## config.mk

```make
export PLATFORM = sky130hd
export DESIGN_NAME = dma_noc_req
export DESIGN_NICKNAME = d
export VERILOG_FILES = /design/src/dma_req_pkg.sv /design/src/dma_noc_req.sv /design/src/dma_req_arbiter.sv /design/src/dma_req_burst_counter.sv /design/src/dma_req_flit_builder.sv /design/src/dma_req_fsm.sv
export VERILOG_INCLUDE_DIRS = /design/src /design/src/src
export SDC_FILE = /design/constraint.sdc
export NUM_CORES = 1
export LEC_CHECK = 0
export BUFFER_PORTS_ARGS = -buffer_cell sky130_fd_sc_hd__buf_2
export CORE_ASPECT_RATIO = 1.4
export CORE_MARGIN = 2
export CORE_UTILIZATION = 45
export CTS_CLUSTER_DIAMETER = 120
export DETAILED_ROUTE_END_ITERATION = 6
export PLACE_DENSITY = 0.82
export RECOVER_POWER = 50
export SKIP_CTS_REPAIR_TIMING = 1
export SLEW_MARGIN = 20
export SYNTH_ARGS = -nofsm -noshare
export SYNTH_HDL_FRONTEND = slang
export SYNTH_SLANG_ARGS = --single-unit
```

## constraint.sdc

```tcl
create_clock -name clk -period 6.7 [get_ports clk]
set_clock_uncertainty 0.2 [all_clocks]
set_input_delay 0.335 -clock clk [delete_from_list [all_inputs] [get_ports clk]]
set_output_delay 0.335 -clock clk [all_outputs]
set_load 0.01 [all_outputs]
```

## src/dma_req_config.svh

```systemverilog
/*
 * Build-time configuration of the DMA request path
 *   Word, address, size and tile id widths
 *   Request table depth and NoC packet length
 *   Header encodings for the DMA packet class and request kinds
 */

`ifndef DMA_REQ_CONFIG_SVH
`define DMA_REQ_CONFIG_SVH

// Address and data word width
`define DMA_ADDR_W 32
// Request size field, counted in words
`define DMA_SIZE_W 12
// Request table depth
`define DMA_TABLE_ENTRIES 4

// Tile addressing
`define DMA_TILE_W 5
`define DMA_TILE_ID 3

// Max flits per NoC packet, header and address flit included
`define DMA_PACKET_FLITS 16
`define DMA_MAX_PAYLOAD (`DMA_PACKET_FLITS - 2)
`define DMA_FLIT_W 34

// Header encodings
`define DMA_CLASS 3'd2
`define DMA_KIND_L2R 2'd0
`define DMA_KIND_R2L 2'd1

`endif

```

## src/dma_req_pkg.sv

```systemverilog
/*
 * Shared types of the DMA request path
 *   Width typedefs for addresses, words, sizes, tiles and table indices
 *   Flit type and request FSM state enums
 *   Descriptor, flit and header structs
 */

`default_nettype none

`include "dma_req_config.svh"

package dma_req_pkg;

  ////////////////////////////////////////////////////////////////////
  // Plain vectors
  ////////////////////////////////////////////////////////////////////

  typedef logic [`DMA_ADDR_W-1:0]                addr_t;
  typedef logic [`DMA_ADDR_W-1:0]                word_t;
  typedef logic [`DMA_SIZE_W-1:0]                size_t;
  typedef logic [`DMA_TILE_W-1:0]                tile_t;
  typedef logic [`DMA_TABLE_ENTRIES-1:0]         entry_mask_t;
  typedef logic [$clog2(`DMA_TABLE_ENTRIES)-1:0] entry_idx_t;
  // Holds 0..DMA_PACKET_FLITS
  typedef logic [$clog2(`DMA_PACKET_FLITS):0]    pkt_len_t;

  ////////////////////////////////////////////////////////////////////
  // Enums
  ////////////////////////////////////////////////////////////////////

  typedef enum logic [1:0] {
    flit_payload = 2'b00,
    flit_header  = 2'b01,
    flit_last    = 2'b10
  } flit_type_t;

  typedef enum logic [2:0] {
    st_idle,
    st_l2r_hdr,
    st_l2r_addr,
    st_l2r_data,
    st_r2l_hdr,
    st_r2l_size,
    st_r2l_raddr,
    st_r2l_laddr
  } req_state_t;

  ////////////////////////////////////////////////////////////////////
  // Structs
  ////////////////////////////////////////////////////////////////////

  // One request table entry, dir 1 means L2R
  typedef struct packed {
    logic  dir;
    tile_t rtile;
    addr_t laddr;
    addr_t raddr;
    size_t size;
  } dma_desc_t;

  typedef struct packed {
    flit_type_t ftype;
    word_t      content;
  } noc_flit_t;

  // Content of a header flit, MSB first
  typedef struct packed {
    tile_t      dest;
    logic [2:0] pclass;
    entry_idx_t pkt_id;
    tile_t      src;
    logic [1:0] kind;
    logic       last;
    logic [1:0] rsvd;
    size_t      size;
  } header_t;

endpackage

`default_nettype wire
```

## src/dma_noc_req.sv

```systemverilog
/*
 * Top of the DMA request path
 *   Arbiter, FSM, burst counter and flit builder
 *   Request table, data source and NoC output ports
 */

`timescale 1ns/1ps
`default_nettype none

module dma_noc_req import dma_req_pkg::*; (
  input  wire logic        clk,
  input  wire logic        rst,
  // Request table
  input  wire entry_mask_t table_valid,
  output entry_idx_t       read_idx,
  input  wire dma_desc_t   desc,
  // Response path feedback
  input  wire logic        done_en,
  input  wire entry_idx_t  done_idx,
  // Local data source
  output logic             data_start,
  input  wire logic        data_valid,
  input  wire word_t       data_word,
  output logic             data_ready,
  // NoC output
  output noc_flit_t        flit,
  output logic             flit_valid,
  input  wire logic        flit_ready
);

  req_state_t state;
  logic       idle;
  logic       issue_done;
  logic       load;
  logic       pkt_open;
  logic       step;
  logic       pkt_last;
  logic       req_last;
  size_t      done_words;
  pkt_len_t   pkt_len;

  ////////////////////////////////////////////////////////////////////
  // Entry selection, the grant addresses the table directly
  ////////////////////////////////////////////////////////////////////

  dma_req_arbiter arb_i (
    .clk        (clk),
    .rst        (rst),
    .table_valid(table_valid),
    .idle       (idle),
    .issue_done (issue_done),
    .done_en    (done_en),
    .done_idx   (done_idx),
    .grant_idx  (read_idx),
    .start      (data_start)
  );

  dma_req_burst_counter cnt_i (
    .clk       (clk),
    .rst       (rst),
    .load      (load),
    .pkt_open  (pkt_open),
    .step      (step),
    .req_size  (desc.size),
    .done_words(done_words),
    .pkt_len   (pkt_len),
    .pkt_last  (pkt_last),
    .req_last  (req_last)
  );

  ////////////////////////////////////////////////////////////////////
  // Sequencing and flit contents
  ////////////////////////////////////////////////////////////////////

  dma_req_fsm fsm_i (
    .clk       (clk),
    .rst       (rst),
    .start     (data_start),
    .is_l2r    (desc.dir),
    .flit_ready(flit_ready),
    .data_valid(data_valid),
    .pkt_last  (pkt_last),
    .req_last  (req_last),
    .state     (state),
    .idle      (idle),
    .flit_valid(flit_valid),
    .data_ready(data_ready),
    .load      (load),
    .pkt_open  (pkt_open),
    .step      (step),
    .issue_done(issue_done)
  );

  dma_req_flit_builder bld_i (
    .state     (state),
    .desc      (desc),
    .grant_idx (read_idx),
    .done_words(done_words),
    .pkt_len   (pkt_len),
    .pkt_last  (pkt_last),
    .data_word (data_word),
    .flit      (flit)
  );

endmodule

`default_nettype wire

```

## src/dma_req_arbiter.sv

```systemverilog
/*
 * Table entry arbiter of the DMA request path
 *   Round-robin one-hot grant over eligible entries
 *   Open-response mask, set on issue and cleared by the response path
 *   Start pulse for the FSM and the data source
 */

`timescale 1ns/1ps
`default_nettype none

`include "dma_req_config.svh"

module dma_req_arbiter import dma_req_pkg::*; (
  input  wire logic        clk,
  input  wire logic        rst,
  input  wire entry_mask_t table_valid,
  input  wire logic        idle,
  input  wire logic        issue_done,
  input  wire logic        done_en,
  input  wire entry_idx_t  done_idx,
  output entry_idx_t       grant_idx,
  output logic             start
);

  entry_mask_t grant;
  entry_mask_t nxt_grant;
  entry_mask_t open_mask;
  entry_mask_t nxt_open;
  entry_mask_t eligible;
  entry_idx_t  cand;

  ////////////////////////////////////////////////////////////////////
  // Arbitration
  ////////////////////////////////////////////////////////////////////

  // Only look while idle, and not during the start cycle itself
  assign eligible = table_valid & ~open_mask & {`DMA_TABLE_ENTRIES{idle & ~start}};

  // One-hot grant to index
  always_comb begin
    grant_idx = '0;
    for (int i = 0; i < `DMA_TABLE_ENTRIES; i++) begin
      if (grant[i]) begin
        grant_idx = entry_idx_t'(i);
      end
    end
  end

  // Search starts above the last grant, last grant has lowest priority
  always_comb begin
    nxt_grant = grant;
    cand      = grant_idx;
    for (int i = 1; i <= `DMA_TABLE_ENTRIES; i++) begin
      cand = grant_idx + entry_idx_t'(i);
      if (eligible[cand] && nxt_grant == grant) begin
        nxt_grant = entry_mask_t'(1) << cand;
      end
    end
  end

  ////////////////////////////////////////////////////////////////////
  // Open responses
  ////////////////////////////////////////////////////////////////////

  always_comb begin
    nxt_open = open_mask;
    // Last flit of the granted request went out
    if (issue_done) begin
      nxt_open = nxt_open | grant;
    end
    if (done_en) begin
      nxt_open[done_idx] = 1'b0;
    end
  end

  always_ff @(posedge clk) begin
    if (rst) begin
      // Entry 0 wins first
      grant     <= entry_mask_t'(1) << (`DMA_TABLE_ENTRIES - 1);
      open_mask <= '0;
      start     <= 1'b0;
    end else begin
      grant     <= nxt_grant;
      open_mask <= nxt_open;
      // High for exactly one cycle, the grant is held meanwhile
      start     <= |eligible;
    end
  end

endmodule

`default_nettype wire

```

## src/dma_req_burst_counter.sv

```systemverilog
/*
 * Word counters of the DMA request path
 *   Words done in the request, advanced per packet
 *   Words done in the current packet
 *   Packet sizing and end-of-packet and end-of-request flags
 */

`timescale 1ns/1ps
`default_nettype none

`include "dma_req_config.svh"

module dma_req_burst_counter import dma_req_pkg::*; (
  input  wire logic  clk,
  input  wire logic  rst,
  input  wire logic  load,
  input  wire logic  pkt_open,
  input  wire logic  step,
  input  wire size_t req_size,
  output size_t      done_words,
  output pkt_len_t   pkt_len,
  output logic       pkt_last,
  output logic       req_last
);

  size_t    remaining;
  pkt_len_t pkt_cnt;

  ////////////////////////////////////////////////////////////////////
  // Packet sizing
  ////////////////////////////////////////////////////////////////////

  // Words still to send, done_words only moves at packet ends
  assign remaining = req_size - done_words;

  // Full packet, or the tail of the request
  assign pkt_len = (remaining > size_t'(`DMA_MAX_PAYLOAD)) ?
                   pkt_len_t'(`DMA_MAX_PAYLOAD) : pkt_len_t'(remaining);

  // Word now on the bus closes the packet
  assign pkt_last = ((pkt_cnt + pkt_len_t'(1)) == pkt_len);

  // ... and also the request
  assign req_last = pkt_last && ((done_words + size_t'(pkt_len)) == req_size);

  ////////////////////////////////////////////////////////////////////
  // Counters
  ////////////////////////////////////////////////////////////////////

  always_ff @(posedge clk) begin
    if (rst) begin
      done_words <= '0;
      pkt_cnt    <= '0;
    end else begin
      if (load) begin
        done_words <= '0;
      end else if (step && pkt_last) begin
        // Running address moves by the finished packet
        done_words <= done_words + size_t'(pkt_len);
      end

      // Header accepted, new packet begins
      if (pkt_open) begin
        pkt_cnt <= '0;
      end else if (step) begin
        pkt_cnt <= pkt_cnt + pkt_len_t'(1);
      end
    end
  end

endmodule

`default_nettype wire

```

## src/dma_req_flit_builder.sv

```systemverilog
/*
 * Flit builder of the DMA request path
 *   Header contents for L2R and R2L packets
 *   Running L2R address, R2L size and address flits
 *   Data flits with the last type on packet end
 */

`timescale 1ns/1ps
`default_nettype none

`include "dma_req_config.svh"

module dma_req_flit_builder import dma_req_pkg::*; (
  input  wire req_state_t state,
  input  wire dma_desc_t  desc,
  input  wire entry_idx_t grant_idx,
  input  wire size_t      done_words,
  input  wire pkt_len_t   pkt_len,
  input  wire logic       pkt_last,
  input  wire word_t      data_word,
  output noc_flit_t       flit
);

  header_t hdr;

  // Fields common to both header kinds
  always_comb begin
    hdr        = '0;
    hdr.dest   = desc.rtile;
    hdr.pclass = `DMA_CLASS;
    hdr.pkt_id = grant_idx;
    hdr.src    = tile_t'(`DMA_TILE_ID);
    if (state == st_l2r_hdr) begin
      hdr.kind = `DMA_KIND_L2R;
      hdr.last = ((done_words + size_t'(pkt_len)) == desc.size);
      hdr.size = size_t'(pkt_len);
    end else begin
      // R2L is one packet, size field stays zero
      hdr.kind = `DMA_KIND_R2L;
      hdr.last = 1'b1;
    end
  end

  always_comb begin
    flit = '{ftype: flit_payload, content: '0};
    unique case (state)
      st_l2r_hdr, st_r2l_hdr: begin
        flit.ftype   = flit_header;
        flit.content = hdr;
      end
      st_l2r_addr: begin
        // Byte address of the first word in this packet
        flit.content = desc.raddr + (addr_t'(done_words) << 2);
      end
      st_l2r_data: begin
        flit.ftype   = pkt_last ? flit_last : flit_payload;
        flit.content = data_word;
      end
      st_r2l_size:  flit.content = word_t'(desc.size);
      st_r2l_raddr: flit.content = desc.raddr;
      st_r2l_laddr: begin
        flit.ftype   = flit_last;
        flit.content = desc.laddr;
      end
      default: begin
        flit = '{ftype: flit_payload, content: '0};
      end
    endcase
  end

endmodule

`default_nettype wire

```

## src/dma_req_fsm.sv

```systemverilog
/*
 * Request sequencer of the DMA request path
 *   L2R: header, address and data flits per packet
 *   R2L: header, size, remote and local address flits
 *   Strobes for the burst counter and the arbiter
 */

`timescale 1ns/1ps
`default_nettype none

module dma_req_fsm import dma_req_pkg::*; (
  input  wire logic clk,
  input  wire logic rst,
  input  wire logic start,
  input  wire logic is_l2r,
  input  wire logic flit_ready,
  input  wire logic data_valid,
  input  wire logic pkt_last,
  input  wire logic req_last,
  output req_state_t state,
  output logic      idle,
  output logic      flit_valid,
  output logic      data_ready,
  output logic      load,
  output logic      pkt_open,
  output logic      step,
  output logic      issue_done
);

  req_state_t nxt_state;
  logic       data_xfer;

  assign idle = (state == st_idle);

  // Data word leaves only when source and NoC agree
  assign data_xfer = (state == st_l2r_data) && data_valid && flit_ready;

  ////////////////////////////////////////////////////////////////////
  // Next state and strobes
  ////////////////////////////////////////////////////////////////////

  always_comb begin
    nxt_state  = state;
    flit_valid = 1'b0;
    data_ready = 1'b0;
    load       = 1'b0;
    pkt_open   = 1'b0;
    step       = 1'b0;
    issue_done = 1'b0;

    unique case (state)
      st_idle: begin
        // Restart request word count
        load = start;
        if (start) begin
          nxt_state = is_l2r ? st_l2r_hdr : st_r2l_hdr;
        end
      end

      // L2R packet
      st_l2r_hdr: begin
        flit_valid = 1'b1;
        if (flit_ready) begin
          pkt_open  = 1'b1;
          nxt_state = st_l2r_addr;
        end
      end
      st_l2r_addr: begin
        flit_valid = 1'b1;
        if (flit_ready) begin
          nxt_state = st_l2r_data;
        end
      end
      st_l2r_data: begin
        // Valid comes straight from the source
        flit_valid = data_valid;
        data_ready = data_xfer;
        step       = data_xfer;
        if (data_xfer && pkt_last) begin
          issue_done = req_last;
          nxt_state  = req_last ? st_idle : st_l2r_hdr;
        end
      end

      // R2L request, always one packet
      st_r2l_hdr: begin
        flit_valid = 1'b1;
        if (flit_ready) begin
          nxt_state = st_r2l_size;
        end
      end
      st_r2l_size: begin
        flit_valid = 1'b1;
        if (flit_ready) begin
          nxt_state = st_r2l_raddr;
        end
      end
      st_r2l_raddr: begin
        flit_valid = 1'b1;
        if (flit_ready) begin
          nxt_state = st_r2l_laddr;
        end
      end
      st_r2l_laddr: begin
        flit_valid = 1'b1;
        if (flit_ready) begin
          issue_done = 1'b1;
          nxt_state  = st_idle;
        end
      end

      default: begin
        nxt_state = st_idle;
      end
    endcase
  end

  always_ff @(posedge clk) begin
    if (rst) begin
      state <= st_idle;
    end else begin
      state <= nxt_state;
    end
  end

endmodule

`default_nettype wire

```

-- Word-level counts from Yosys, hierarchy flattened
Index checks and enable logic that the tools add are counted.
- bits of input ports: 125
- register bits after elaboration: 29
- output and inout port bits: 39
- add/sub/neg operators: 7
- multiplexer cells: 43
- order comparisons: 7
- bitwise logic cells: 8
- shift operators: 4
- equal/unequal tests: 20
- reduce and logical (&&, ||, !) cells: 16
- operators by type and width (kind ; number):
    $pmux 32 s6 ; 1
    $add 32x14->32 ; 1
    $mux 3 ; 9
    $mux 4 ; 6
    $pmux 3 s8 ; 1
    $ne 2x2->1 const B ; 8
    $shl 1x2->4 const A ; 4
    $lt 2x3->1 const B ; 5
    $add 12x5->12 ; 1
    $and 4x4->4 ; 3
    $eq 12x12->1 ; 1
    $eq 3x3->1 const B ; 4
    $eq 4x4->1 ; 3
    $gt 12x4->1 const B ; 1
    $mux 1 ; 12
    $sub 12x12->12 ; 1
    $mux 5 ; 2
    $logic_and 1x1->1 ; 9
    $bmux 1 s2 ; 4
    $mux 2 ; 4
    $not 4->4 ; 2
    $reduce_and 8->1 ; 1
    $eq 3x2->1 const B ; 2
    $pmux 2 s3 ; 1
    15 further kinds ; 19

-- Logic depth before layout (Yosys ltp)
- word-level depth: 16
- depth in mapped cells: 23

-- Cells and area by module
From an unflattened synthesis, not the netlist that was laid out.
- cells, all modules: 785
- area total of the unflattened synthesis: 6008.3 um^2
- by module, submodules not included (module ; instances ; seq. area each (um^2) ; cells each ; area an instance (um^2)):
    dma_req_flit_builder ; 1 ; 0.0 ; 347 ; 2565.0
    dma_req_burst_counter ; 1 ; 340.3 ; 281 ; 2114.5
    dma_req_arbiter ; 1 ; 180.2 ; 122 ; 1061.0
    dma_req_fsm ; 1 ; 60.1 ; 35 ; 267.8

-- Least setup slack after synthesis
No wires, ideal clock.
- path kind: input-to-output
- from: in desc[0] (netlist name)
- to: out flit[14] (netlist name)
- path buffers: 1
- stages: 21
- arrival time: 4.439 ns
- data required time: 6.165 ns
- path slack: 1.726 ns
- cell sequence: inv_1 ha_1 fa_1 nor2b_4 o2111ai_2 a311oi_1 o21ai_0 a2111oi_4 and4_1 buf_4 nand2_1 ha_1 a21oi_1 o21ai_0 o32ai_1 o2111ai_1 nor4_1 nand2_1 mux2i_1 o211ai_1 o221ai_1
- RTL lines (what ; RTL line ; RTL):
    start, declared ; dma_noc_req.sv:16 ; input wire dma_desc_t desc,
    end, declared ; dma_noc_req.sv:26 ; output noc_flit_t flit,

==> flow_summary.json <==
{
  "status": "finished with violations",
  "violations": "max-capacitance violations, max-slew violations",
  "hold_class": "input port to flop",
  "slew_violations": 74,
  "ioPinCount": 164,
  "dp_cells": 980,
  "yosysTopAreaCell": "dfxtp_1",
  "slew_headroom_pct": -19.19,
  "start_util_pct": 45.64,
  "finalNonFillerCells": 988,
  "synth-edff-count": 0,
  "n_antenna_cell": 0,
  "synth_compound_gate_area_share_pct": 33.54,
  "ys_warn_count": 0,
  "post-route-drc-count": 0,
  "vias_per_cell": 6.251,
  "gp_congestion": 0.9510,
  "row_count": 46,
  "cts_buffer_depth": 2,
  "tightest_slew_ps": 1788,
  "wire_per_inst_um": 18.39,
  "hold_violations": 0,
  "grt_util_met2_pct": 55.08,
  "leakagePower_nw": 2.455,
  "cts_htree_levels": 2,
  "grt_pass1_vias": 6130,
  "postSynthAreaPerCell_um2": 7.218,
  "final_common_cell": "buf_2",
  "layout_setup_ws_ps": 549.3,
  "route.vias.total": 6176,
  "cp.required_ps": 6160,
  "drv_cap": 2,
  "grtUsageMet3_pct": 2.252,
  "layout_min_cycle_time_ps": 6151,
  "grt_usage_pct": 29.43,
  "worstSkewPairLatency_ps": 280,
  "syn_area_um2": 5096,
  "numCtsBuffers": 5,
  "synth_top_family_by_area": "compound AO/OA/AOI/OAI gates",
  "overflow": 0,
  "routed_wl_um": 18170,
  "synthTopCellsByArea": "dfxtp_1 (11%), ha_1 (9.3%), xnor2_1 (7.0%)",
  "synth-simple-area-share_pct": 23.64,
  "nNetsFinal": 1009,
  "path_clk_slew_ps": 60,
  "die_w_um": 93.94,
  "grt.met1_usage_pct": 33.11,
  "cts_tree": "built",
  "syn_inst": 706,
  "cp-end-kind": "output port",
  "final.period_utilization_pct": 91.80,
  "die_area_um2": 12200,
  "setup_viol": 0,
  "die_h_um": 129.9,
  "powerDensity_nw_per_um2": 252.3,
  "ys_types": 80,
  "startpoint_type": "flop",
  "numPortBuffers": 163,
  "synth_fa_ha_area_share_pct": 10.51,
  "antenna_found_initial": 0,
  "tns_ps": 0,
  "cts_root_buffer": "clkbuf_16",
  "yosysSeqAreaShare_pct": 11.39,
  "area_growth_pct": 19.10,
  "ys.flop_type": "dfxtp_1",
  "arrival_ps": 5620,
  "muxShareOfSynthArea_pct": 3.290,
  "synth_xor_area_share_pct": 11.17,
  "firstDrtPassIters": 5,
  "synth_nets": 872,
  "max_freq_mhz": 162.6,
  "dp_hpwl_um": 14040,
  "vdd_drop_max_mv": 0.1842,
  "grt_max_degree": 49,
  "ant_nets": 0,
  "synth.top_cell.area_share_pct": 11.39,
  "cts_sinks": 29,
  "cp_max_fo": 7,
  "core_um2": 11170,
  "top_usage_layer": "met2",
  "drive_above_1_share_pct": 20.85,
  "place_ws_ps": 840.9,
  "async_flop_share_pct": 0,
  "synth_seq_cells": 29,
  "grt_pass1_wl_um": 28870,
  "mostFrequentLayoutCells": "buf_2 (145), nand2_1 (63), a21oi_1 (50), nor2_1 (48), inv_1 (44)",
  "drt_iter0_drc": 423,
  "critical_path_class": "flop to output port",
  "rsz0062_at_grt": "no"
}
kinds of logic (layout without fill, tap and decap cells):
group	after synthesis	count (layout)
muxes	15	15
adders and majority gates	41	41
and+or+nand+nor	234	234
AOI/OAI and AO/OA	239	239
xor gates and xnor gates	65	65
buffers and inverters	82	220
other	1	1
DFF	29	29
synth_stat cells (all sizes together) (9+ instances only):
library cell / instances
nor2b: 17
nand2b: 13
nand3: 12
clkbuf: 28
xnor2: 41
or3: 12
o211ai: 10
a221oi: 13
o21ai: 41
mux2i: 10
nand4: 12
nand2: 63
a22oi: 15
xor2: 24
nor3: 13
inv: 44
o22ai: 9
dfxtp: 29
nor2: 48
a21oi: 50
o221ai: 14
a222oi: 11
ha: 38
per-stage QoR:
| step | hold WS (ps) | power [mW] | instance area (um2) | util, % |
|---|---|---|---|---|
| 2_1_floorplan | 253.6 | 0.9675 | 5096 | - |
| 3_3_place_gp | 268.3 | 1.296 | 5967 | 53.44 |
| 3_5_place_dp | 287.3 | 1.300 | 5967 | 53.44 |
| 4_1_cts | 133.5 | 1.530 | 6115 | 54.76 |
| 5_1_grt | 156.3 | 1.641 | 6070 | 54.36 |
| 6_report | 137.5 | 1.532 | 6070 | 54.36 |
power breakdown:
group / switching [mW] / internal [mW] / leakage [nW]
combinational: 0.657 / 0.416 / 2.16
sequential: 0.0409 / 0.192 / 0.235
clock: 0.0890 / 0.137 / 0.0621
per-layer routing:
layer	part of all wire (%)	up-vias
li1	-	2934
met1	36	2868
met2	52	327
met3	8.3	47
met4	3.4	0
met5	0	-
sequential cells by signal, indices dropped and copies added, names as in the netlist:
signal            cells
fsm_i.state           3
cnt_i.pkt_cnt         5
cnt_i.done_words     12
arb_i.grant           4
arb_i.open_mask       4
arb_i.start           1
critical path, stage by stage, from the launching register on:
cell and delay, ps:
dfxtp_1 350, ha_1 220, fa_1 410, nor2b_1 250
o2111ai_2 150, a311oi_1 300, o21ai_0 180, a2111oi_4 390
and4_1 440, and2_0 260, inv_1 70, ha_1 180
a21oi_1 340, o21ai_0 240, o32ai_1 160, o2111ai_1 140
nor4_1 420, nand2_1 110, mux2i_1 160, o211ai_1 180
o221ai_1 210, buf_2 170
final timing paths:
path                                     startpoint              to  slack (ps)  depth (start not counted)
worst max-delay path            cnt_i.done_words[0]        flit[14]         550                         21
worst min-delay path                       desc[81]  fsm_i.state[2]         140                          3
worst max register to register  cnt_i.done_words[0]  fsm_i.state[0]        1010                         21
worst min register to register       fsm_i.state[1]  fsm_i.state[1]         300                          2
layout make-up:
type / count / area, um2
multi-input combinational: 595 / 4177
fill: 1150 / 5096
timing repair buffer: 166 / 812.0
tap: 144 / 180.2
clock inverter: 3 / 22.52
sequential: 29 / 580.6
inverter: 46 / 172.7
clock buffer: 5 / 125.1
No activity file was read; power rests on OpenSTA's default activity.
